<file path="src/verilog/ex_pkg.sv">
// Shared widths and operation encoding for the execute stage, imported by every unit and the testbench
package ex_pkg;

  // ----------------------------------------
  // Widths
  // ----------------------------------------

  // Integer register width
  localparam int unsigned XLEN = 32;

  // Scoreboard transaction id
  localparam int unsigned TRANS_ID_BITS = 3;

  // CSR address field of the instruction
  localparam int unsigned CSR_ADDR_BITS = 12;

  // Operation field on the issue port
  localparam int unsigned OP_BITS = 4;

  // ----------------------------------------
  // Operation encoding
  // ----------------------------------------

  // Numbering fixed at 0..11, the case file relies on it
  typedef enum logic [OP_BITS-1:0] {
    // ALU
    ADD,
    SUB,
    AND,
    OR,
    XOR,
    SLL,
    SRL,
    SLT,
    // Multiplier
    MUL,
    MULH,
    MULHU,
    // CSR buffer
    CSR_RW
  } fu_op_t;

endpackage

</file>
<file path="src/verilog/fu_data_if.sv">
// Operand bundle for one functional unit, driven by the execute stage and read by the unit
`timescale 1ns/1ps

interface fu_data_if
  import ex_pkg::*;
();

  // Decoded operation
  fu_op_t                     operation;
  // Source operands
  logic [XLEN-1:0]            operand_a;
  logic [XLEN-1:0]            operand_b;
  // Scoreboard slot to write back to
  logic [TRANS_ID_BITS-1:0]   trans_id;

  // Execute stage side
  modport issue (output operation, output operand_a, output operand_b, output trans_id);

  // Functional unit side
  modport unit (input operation, input operand_a, input operand_b, input trans_id);

endinterface

</file>
<file path="src/verilog/ex_alu.sv">
// Single-cycle integer ALU of the execute stage, purely combinational on its operand bundle
`timescale 1ns/1ps

module ex_alu
  import ex_pkg::*;
(
  fu_data_if.unit          fu,
  output logic [XLEN-1:0]  result_o
);

  // Shift amount, low 5 bits only
  logic [4:0]       shamt;
  // Signed compare for SLT
  logic             less_signed;
  logic [XLEN-1:0]  adder_sum;
  logic [XLEN-1:0]  adder_diff;

  assign shamt = fu.operand_b[4:0];

  // ----------------------------------------
  // Datapath
  // ----------------------------------------

  assign adder_sum  = fu.operand_a + fu.operand_b;
  assign adder_diff = fu.operand_a - fu.operand_b;

  // Both sides two's complement
  assign less_signed = $signed(fu.operand_a) < $signed(fu.operand_b);

  // ----------------------------------------
  // Result select
  // ----------------------------------------

  always_comb begin
    // Multiplier and CSR ops land here too
    result_o = '0;
    unique case (fu.operation)
      ADD: result_o = adder_sum;
      SUB: result_o = adder_diff;
      AND: result_o = fu.operand_a & fu.operand_b;
      OR:  result_o = fu.operand_a | fu.operand_b;
      XOR: result_o = fu.operand_a ^ fu.operand_b;
      // Logical shifts, zero fill
      SLL: result_o = fu.operand_a << shamt;
      SRL: result_o = fu.operand_a >> shamt;
      // Zero-extended compare flag
      SLT: result_o = {{(XLEN-1){1'b0}}, less_signed};
      default: result_o = '0;
    endcase
  end

  // Silenced bundle is op ADD with zero operands, so result is zero

endmodule

</file>
<file path="src/verilog/ex_mult.sv">
// One-cycle multiplier of the execute stage, result and transaction id registered one edge after issue
`timescale 1ns/1ps

module ex_mult
  import ex_pkg::*;
(
  input  logic                      clk_i,
  input  logic                      rst_ni,
  input  logic                      flush_i,
  input  logic                      mult_valid_i,
  fu_data_if.unit                   fu,
  output logic [XLEN-1:0]           result_o,
  output logic                      mult_valid_o,
  output logic [TRANS_ID_BITS-1:0]  mult_trans_id_o
);

  // Full-width products
  logic [2*XLEN-1:0]         prod_u;
  logic [2*XLEN-1:0]         prod_s;
  logic [XLEN-1:0]           result_d;
  // Pipeline register
  logic                      valid_q;
  logic [XLEN-1:0]           result_q;
  logic [TRANS_ID_BITS-1:0]  trans_id_q;

  // ----------------------------------------
  // Product and half select
  // ----------------------------------------

  // Zero-extended for MUL and MULHU
  assign prod_u = {{XLEN{1'b0}}, fu.operand_a} * {{XLEN{1'b0}}, fu.operand_b};

  // Sign-extended for MULH
  assign prod_s = $signed({{XLEN{fu.operand_a[XLEN-1]}}, fu.operand_a})
                * $signed({{XLEN{fu.operand_b[XLEN-1]}}, fu.operand_b});

  always_comb begin
    // Low half is the same for both signs
    result_d = prod_u[XLEN-1:0];
    if (fu.operation == MULH) begin
      result_d = prod_s[2*XLEN-1:XLEN];
    end else if (fu.operation == MULHU) begin
      result_d = prod_u[2*XLEN-1:XLEN];
    end
  end

  // ----------------------------------------
  // Output stage
  // ----------------------------------------

  // Flush together with issue drops the result
  always_ff @(posedge clk_i or negedge rst_ni) begin
    if (!rst_ni) begin
      valid_q <= 1'b0;
    end else begin
      valid_q <= mult_valid_i & ~flush_i;
    end
  end

  // Payload only loads on issue
  always_ff @(posedge clk_i) begin
    if (mult_valid_i) begin
      result_q   <= result_d;
      trans_id_q <= fu.trans_id;
    end
  end

  // Flush in the result cycle kills it too
  assign mult_valid_o    = valid_q & ~flush_i;
  assign result_o        = result_q;
  assign mult_trans_id_o = trans_id_q;

endmodule

</file>
<file path="src/verilog/ex_csr_buffer.sv">
// Single-entry CSR address buffer of the execute stage, held until commit or flush and stalling issue
`timescale 1ns/1ps

module ex_csr_buffer
  import ex_pkg::*;
(
  input  logic                      clk_i,
  input  logic                      rst_ni,
  input  logic                      flush_i,
  input  logic                      csr_valid_i,
  input  logic                      csr_commit_i,
  fu_data_if.unit                   fu,
  output logic                      csr_ready_o,
  output logic [XLEN-1:0]           csr_result_o,
  output logic [CSR_ADDR_BITS-1:0]  csr_addr_o
);

  // Entry occupied
  logic                      valid_q;
  // Buffered CSR address
  logic [CSR_ADDR_BITS-1:0]  addr_q;

  // ----------------------------------------
  // Entry state
  // ----------------------------------------

  // Commit and flush both free the entry
  always_ff @(posedge clk_i or negedge rst_ni) begin
    if (!rst_ni) begin
      valid_q <= 1'b0;
    end else if (csr_commit_i || flush_i) begin
      valid_q <= 1'b0;
    end else if (csr_valid_i) begin
      valid_q <= 1'b1;
    end
  end

  // Address from low bits of operand_b, kept after free
  always_ff @(posedge clk_i or negedge rst_ni) begin
    if (!rst_ni) begin
      addr_q <= '0;
    end else if (csr_valid_i) begin
      addr_q <= fu.operand_b[CSR_ADDR_BITS-1:0];
    end
  end

  // ----------------------------------------
  // Outputs
  // ----------------------------------------

  // Blocks issue while full
  assign csr_ready_o  = ~valid_q;
  // Source value written back in the issue cycle
  assign csr_result_o = fu.operand_a;
  assign csr_addr_o   = addr_q;

endmodule

</file>
<file path="src/verilog/ex_stage.sv">
// Execute stage top level, fixed-latency ALU, multiplier and CSR buffer sharing one issue and write-back port
`timescale 1ns/1ps

module ex_stage
  import ex_pkg::*;
(
  input  logic                      clk_i,
  input  logic                      rst_ni,
  input  logic                      flush_i,
  // Per-unit issue strobes
  input  logic                      alu_valid_i,
  input  logic                      mult_valid_i,
  input  logic                      csr_valid_i,
  // Shared issue port
  input  logic [OP_BITS-1:0]        operation_i,
  input  logic [XLEN-1:0]           operand_a_i,
  input  logic [XLEN-1:0]           operand_b_i,
  input  logic [TRANS_ID_BITS-1:0]  trans_id_i,
  input  logic                      csr_commit_i,
  // Shared write-back port
  output logic [XLEN-1:0]           flu_result_o,
  output logic [TRANS_ID_BITS-1:0]  flu_trans_id_o,
  output logic                      flu_valid_o,
  output logic                      flu_ready_o,
  output logic [CSR_ADDR_BITS-1:0]  csr_addr_o
);

  logic [XLEN-1:0]           alu_result;
  logic [XLEN-1:0]           csr_result;
  logic [XLEN-1:0]           mult_result;
  logic                      mult_valid;
  logic [TRANS_ID_BITS-1:0]  mult_trans_id;
  fu_op_t                    operation;

  assign operation = fu_op_t'(operation_i);

  // ----------------------------------------
  // Operand silencing
  // ----------------------------------------

  fu_data_if alu_fu ();
  fu_data_if mult_fu ();
  fu_data_if csr_fu ();

  // Idle units see all zeros
  assign alu_fu.operation  = alu_valid_i ? operation : fu_op_t'('0);
  assign alu_fu.operand_a  = alu_valid_i ? operand_a_i : '0;
  assign alu_fu.operand_b  = alu_valid_i ? operand_b_i : '0;
  assign alu_fu.trans_id   = alu_valid_i ? trans_id_i : '0;

  assign mult_fu.operation = mult_valid_i ? operation : fu_op_t'('0);
  assign mult_fu.operand_a = mult_valid_i ? operand_a_i : '0;
  assign mult_fu.operand_b = mult_valid_i ? operand_b_i : '0;
  assign mult_fu.trans_id  = mult_valid_i ? trans_id_i : '0;

  assign csr_fu.operation  = csr_valid_i ? operation : fu_op_t'('0);
  assign csr_fu.operand_a  = csr_valid_i ? operand_a_i : '0;
  assign csr_fu.operand_b  = csr_valid_i ? operand_b_i : '0;
  assign csr_fu.trans_id   = csr_valid_i ? trans_id_i : '0;

  // ----------------------------------------
  // Functional units
  // ----------------------------------------

  // Zero latency
  ex_alu u_ex_alu (
    .fu       (alu_fu),
    .result_o (alu_result)
  );

  // One edge of latency
  ex_mult u_ex_mult (
    .clk_i           (clk_i),
    .rst_ni          (rst_ni),
    .flush_i         (flush_i),
    .mult_valid_i    (mult_valid_i),
    .fu              (mult_fu),
    .result_o        (mult_result),
    .mult_valid_o    (mult_valid),
    .mult_trans_id_o (mult_trans_id)
  );

  // Result now, address held until commit
  ex_csr_buffer u_ex_csr_buffer (
    .clk_i        (clk_i),
    .rst_ni       (rst_ni),
    .flush_i      (flush_i),
    .csr_valid_i  (csr_valid_i),
    .csr_commit_i (csr_commit_i),
    .fu           (csr_fu),
    .csr_ready_o  (flu_ready_o),
    .csr_result_o (csr_result),
    .csr_addr_o   (csr_addr_o)
  );

  // ----------------------------------------
  // Write-back merge
  // ----------------------------------------

  assign flu_valid_o = alu_valid_i | csr_valid_i | mult_valid;

  // Fixed priority, ALU then CSR then multiplier
  always_comb begin
    flu_result_o   = mult_result;
    flu_trans_id_o = trans_id_i;
    if (alu_valid_i) begin
      flu_result_o = alu_result;
    end else if (csr_valid_i) begin
      flu_result_o = csr_result;
    end else if (mult_valid) begin
      // Only the multiplier returns a delayed id
      flu_trans_id_o = mult_trans_id;
    end
  end

endmodule

</file>
<file path="config.mk">
export PLATFORM = sky130hd
export DESIGN_NAME = ex_stage
export DESIGN_NICKNAME = d
export VERILOG_FILES = /design/src/verilog/ex_pkg.sv /design/src/verilog/fu_data_if.sv /design/src/verilog/ex_alu.sv /design/src/verilog/ex_mult.sv /design/src/verilog/ex_csr_buffer.sv /design/src/verilog/ex_stage.sv
export SDC_FILE = /design/constraint.sdc
export NUM_CORES = 2
export LEC_CHECK = 0
export BUFFER_PORTS_ARGS = -buffer_cell sky130_fd_sc_hd__buf_2
export CAP_MARGIN = 20
export CELL_PAD_IN_SITES_DETAIL_PLACEMENT = 0
export CELL_PAD_IN_SITES_GLOBAL_PLACEMENT = 1
export CORE_AREA = 5 5 352 354
export DETAILED_ROUTE_END_ITERATION = 6
export DIE_AREA = 0 0 357 359
export HOLD_SLACK_MARGIN = 0.02
export PLACE_DENSITY = 0.9
export SLEW_MARGIN = 30
export SYNTH_ARGS = -nofsm -noshare
export SYNTH_HDL_FRONTEND = slang
export SYNTH_SLANG_ARGS = --single-unit
export TNS_END_PERCENT = 1
</file>
<file path="constraint.sdc">
create_clock -name clk_i -period 13.43 [get_ports clk_i]
set_input_delay 0.6715 -clock clk_i [delete_from_list [all_inputs] [get_ports clk_i]]
set_output_delay 0.6715 -clock clk_i [all_outputs]
set_load 0.005 [all_outputs]
</file>
== Yosys cells after proc, flatten, opt, wreduce, memory -nomap -nowiden ==
Index checks and enable logic that the tools add are counted.
Word-level totals
  output and inout bits: 49
  bits in registers: 49
Cells by class
  reduce and logical (&&, ||, !) cells: 3
  muxes and demuxes: 16
  bitwise gates (word level): 9
  shifts and indexed selects: 2
  magnitude comparators: 1
  $mul: 2
  add/subtract/negate cells: 2
  eq/ne operators: 9
Operator list (count)
  $mux 32: 8
  $pmux 32 s8: 1
  $mul 32x32->64: 2
  $add 32x32->32: 1
  $and 32x32->32: 1
  $lt 32x32->1: 1
  $or 32x32->32: 1
  $shl 32x5->32: 1
  $shr 32x5->32: 1
  $sub 32x32->32: 1
  $xor 32x32->32: 1
  $eq 4x3->1 const B: 4
  $mux 3: 3
  $eq 4x2->1 const B: 2
  $eq 4x4->1 const B: 2
  $mux 4: 2
  $eq 4x1->1 const B: 1
  $logic_not 4->1: 1
  $and 1x1->1: 2
  $mux 1: 2
  $not 1->1: 2
  $or 1x1->1: 2
  $reduce_bool 2->1: 1
  $logic_or 1x1->1: 1

== Depth between registers and ports, before layout ==
  word-level depth: 5
  depth in mapped cells: 34
  gate-level depth less buffers: 29

== Modules after synthesis ==
Synthesis repeated with hierarchy kept, for this count alone.
Unflattened totals
  cells, all modules: 7219
  area total of the unflattened synthesis: 63749.9 um^2
Modules (own cells, without submodules)
  ex_mult: times used 1, area an instance 52695.5 um^2, cells an instance 5540, seq. area each 1076.0 um^2
  ex_alu: times used 1, area an instance 8099.0 um^2, cells an instance 1270, seq. area each 0.0 um^2
  ex_stage: times used 1, area an instance 2197.1 um^2, cells an instance 348, seq. area each 0.0 um^2
  ex_csr_buffer: times used 1, area an instance 758.2 um^2, cells an instance 61, seq. area each 325.3 um^2

== Worst setup path before layout ==
OpenSTA, ideal clock, no wires.
  path kind: input -> register
  start: input operand_b_i[0]
  end: register u_ex_mult.result_q[30], in the netlist u_ex_mult.result_o[30], data pin
  cell stages on the path: 31
  path buffers: 5
  setup slack: 4.403 ns
  arrival time: 8.754 ns
  path through: clkbuf_1 -> clkbuf_1 -> buf_2 -> buf_1 -> nand2_1 -> inv_1 -> ha_1 -> fa_1 -> fa_1 -> fa_1 -> inv_1 -> fa_1 -> inv_1 -> fa_1 -> inv_1 -> fa_1 -> inv_1 -> fa_1 -> ha_1 -> clkbuf_1 -> a21o_1 -> a21o_1 -> a21oi_1 -> o21bai_1 -> a21oi_1 -> o21bai_1 -> a21oi_1 -> o21ai_2 -> a211oi_1 -> xor2_1 -> o221ai_1
Between the ends
  word-level cells in the longest chain between the ends: 4
  elaborated cells on any way between the ends: 5
Ends and longest elaborated chain
  start, declared: RTL line ex_stage.sv:17  | input logic [XLEN-1:0] operand_b_i,
  $mux 32 *: RTL line ex_stage.sv:53  | assign mult_fu.operand_b = mult_valid_i ? operand_b_i : '0;
  $mul 32x32->64: RTL line ex_mult.sv:31  | assign prod_u = {{XLEN{1'b0}}, fu.operand_a} * {{XLEN{1'b0}}, fu.operand_b};
  $mux 32: RTL line ex_mult.sv:42  | end else if (fu.operation == MULHU) begin
  $mux 32 *: RTL line ex_mult.sv:40  | if (fu.operation == MULH) begin
  net u_ex_mult.result_d[30]: RTL line ex_mult.sv:20  | logic [XLEN-1:0] result_d;
  end signal, assigned: RTL line ex_mult.sv:63  | result_q <= result_d;
  end, declared: RTL line ex_mult.sv:23  | logic [XLEN-1:0] result_q;
Mark *: on every way through the listed nets, which the timed path passes. The rest lies on a longest branch.
A chain may end at the register's enable or synchronous reset.

== Final worst setup path ==
  start: input mult_valid_i
  end: register u_ex_mult.result_q[31], in the netlist u_ex_mult.result_o[31], data pin
Between the ends
  word-level cells in the longest chain between the ends: 4
  elaborated cells on any way between the ends: 9
Ends and longest elaborated chain
  start, declared: RTL line ex_stage.sv:12  | input logic mult_valid_i,
  $mux 32 (tied with other cells): RTL line ex_stage.sv:52  | assign mult_fu.operand_a = mult_valid_i ? operand_a_i : '0;
  $mul 32x32->64 / $eq 4x4->1 (equally long branches): RTL line ex_mult.sv:31, ex_mult.sv:42
  $mux 32: RTL line ex_mult.sv:42
  $mux 32 *: RTL line ex_mult.sv:40
  net u_ex_mult.result_d[31]: RTL line ex_mult.sv:20
Marked as above.

==> impl_metrics.env <==
export IMPL_final_max_slew_viol_count=0
export IMPL_relSlewSlack_pct=26.9
export IMPL_critPathKind="in2reg"
export IMPL_vias=51500
export IMPL_drc=3
export IMPL_tightest_slew_ps=1100
export IMPL_root_buffer="clkbuf_16"
export IMPL_pin_count=127
export IMPL_layout_min_cycle_time_ps=10570
export IMPL_rows=128
export IMPL_antenna_found_initial=17
export IMPL_synth_cell_types=94
export IMPL_die_width_um=357
export IMPL_synth_top_family_by_area="adder cells"
export IMPL_grt_max_degree=243
export IMPL_yosysSeqAreaShare_pct=2.26
export IMPL_die_h_um=359
export IMPL_violations="DRC"
export IMPL_drive_gt1_share_pct=4.64
export IMPL_fin_nets=8859
export IMPL_grt_ovfl_total=0
export IMPL_vias_per_cell=6.08
export IMPL_cts_tree="yes"
export IMPL_synthTopCellsByCount="inv_1, fa_1, nand2_1"
export IMPL_finalCritPeriodShare_pct=78.7
export IMPL_r2r_start="u_ex_csr_buffer.csr_addr_o[3]$_DFFE_PN0P_"
export IMPL_fillCellCount=11300
export IMPL_synthesis_nets=9054
export IMPL_fmax_mhz=94.6
export IMPL_hp_class="in2async"
export IMPL_synthMuxAreaShare_pct=2.09
export IMPL_synthArstFlopShare_pct=28.6
export IMPL_start_util_pct=51.3
export IMPL_grt_total_usage_pct=36.2
export IMPL_wl_per_cell_um=27.2
export IMPL_finalHoldViolCount=0
export IMPL_worstPathMaxFanout=242
export IMPL_routed_wl_um=231000
export IMPL_clock_sinks=49
export IMPL_yosys_area_top_type_share_pct=47.6
export IMPL_crit_buf_inv=5
export IMPL_crit_family="adder cells"
export IMPL_grt_pass1_vias=54000
export IMPL_cp_arrival_ps=10740
export IMPL_r2r_slack_ps=12660
export IMPL_drt_antenna_violating_nets=0
export IMPL_clk_pin_slew_ps=80
export IMPL_cts_hold_buf=0
export IMPL_cpMostUsedCell="fa_1"
export IMPL_cts_resized=0
export IMPL_cpPeakStageDelay_ps=880
export IMPL_cts_htree_levels=2
export IMPL_setup_viol=0
export IMPL_skew_ps=0
export IMPL_drt_iter0_drc=5477
export IMPL_timing_rr_end="u_ex_csr_buffer.csr_addr_o[3]$_DFFE_PN0P_"
export IMPL_clockBufferDepth=2
export IMPL_worstRegToRegCells=1
export IMPL_fin_setup_tns_ps=0
export IMPL_netlist_area_sq_mm=0.0620
export IMPL_syn_inst=7022
export IMPL_cts_buffers=5
export IMPL_clk_latency_ps=330
export IMPL_maxCapViolCount=0
export IMPL_ys_ff_latch=49
export IMPL_dr_pass1_iters=7
export IMPL_synth_top_cell_by_area="fa_1"
export IMPL_cts_setup_buffers=0
export IMPL_yosysWarnings=0
export IMPL_rsz0062_at_grt="no"
export IMPL_core_area_sq_mm=0.121
export IMPL_place_port_buffers=126
export IMPL_fp_dieArea_sq_mm=0.128
export IMPL_grt_pass1_wl_um=347000
export IMPL_synth_compound_area_share_pct=10.2
export IMPL_synthAdderAreaFrac_pct=57.3
export IMPL_synthSimpleGateAreaFrac_pct=14.1
export IMPL_synth_edf_count=35
export IMPL_area_delta_synth_final_pct=3.36
export IMPL_synth_xor_area_share_pct=1.46
export IMPL_synth_area_leaders="fa_1, inv_1, ha_1"
export IMPL_dp_hpwl_um=183000
export IMPL_worstSetupStartpointType="primary input"
export IMPL_yosysMostFrequentCell="inv_1"
export IMPL_synth_ff_type="edfxtp_1"
export IMPL_status="finished, violations left"
export IMPL_crit_path_top_delay_cell="o32ai_1"
export IMPL_critPathRequiredTime_ps=13600
export IMPL_gp_congestion=1.02
export IMPL_syn_area_per_cell_sq_um=8.82
export IMPL_cp_end_kind="register"
-- per-stage QoR --
step	area, sq um	utilization, %	setup WS [ps]	hold slack [ps]	std cells
after floorplan	62000	-	4400	376	7022
after global placement	63800	52.9	2960	487	8445
after detailed placement	63800	52.9	2780	492	8445
after CTS	64000	53.0	3100	208	8453
after global routing	64000	53.0	2490	228	8454
final	64000	53.0	2860	211	8478
-- how the worst max path moves through the flow --
stage / slack (ps) / end / start / depth (start not counted)
after floorplan: 4400 / u_ex_mult.result_o[30]$_DFFE_PP_ / operand_b_i[0] / 31
after global placement: 2960 / u_ex_mult.result_o[23]$_DFFE_PP_ / mult_valid_i / 27
after detailed placement: 2780 / u_ex_mult.result_o[31]$_DFFE_PP_ / mult_valid_i / 27
after CTS: 3100 / u_ex_mult.result_o[31]$_DFFE_PP_ / mult_valid_i / 27
after global routing: 2490 / u_ex_mult.result_o[31]$_DFFE_PP_ / mult_valid_i / 27
final: 2860 / u_ex_mult.result_o[31]$_DFFE_PP_ / mult_valid_i / 27
-- routing by layer --
metal	share of wire, %	GRT usage (%)	vias up
met3	11	8.53	658
met5	0.044	0.340	-
met2	44	55.1	3106
met4	6.9	19.4	8
met1	38	48.0	26200
li1	-	-	21600
-- cells in the final DEF, fill, tap and decap left out, types with 14 or more instances in the layout --
cell      instances
a211oi_1         60
xnor2_1          68
and3_1          538
ha_1            481
o211ai_1         42
a21o_1           77
nor3_1           44
a221o_1          17
mux2i_1          81
a21oi_1         222
o21ai_0         206
edfxtp_1         35
o21a_1           41
a221oi_1         34
nand2_1         682
buf_2           124
and2_1           47
o221ai_1         24
nand2b_1         44
diode_2          25
nor2_1          208
dfrtp_1          14
buf_4           109
or3_1            14
xor2_1           35
o21bai_1         36
nor2b_1          18
o22ai_1          36
nand3_1          93
a31oi_1          24
fa_1           1473
mux2_2           27
nand4_1          34
inv_1          1635
-- cell type report --
cell class	count	area [sq um]	share of cell area, %
diodes	25	62.6	0.0977
clock buffers	5	125	0.195
clock inverters	3	26.3	0.0410
inverters	1641	6160	9.62
multi-input cells	4894	52700	82.4
flip-flops and latches	49	1400	2.19
well taps	1625	2030	3.17
repair buffers	236	1490	2.33
-- registers in the layout, summed over array words and instances (netlist names) --
signal / flops
u_ex_mult.valid_q: 1
u_ex_csr_buffer.valid_q: 1
u_ex_csr_buffer.csr_addr_o: 12
u_ex_mult.mult_trans_id_o: 3
u_ex_mult.result_o: 32
-- cells by family after synthesis --
logic type / Yosys count
buffers and inverters: 2079
DFF: 49
xor gates and xnor gates: 103
adders and majority gates: 1954
AOI/OAI and AO/OA: 950
muxes: 116
and+or+nand+nor: 1771
Power is not shown: default switching activity piles up to over one toggle a cycle in this logic, so the estimate is an artifact.
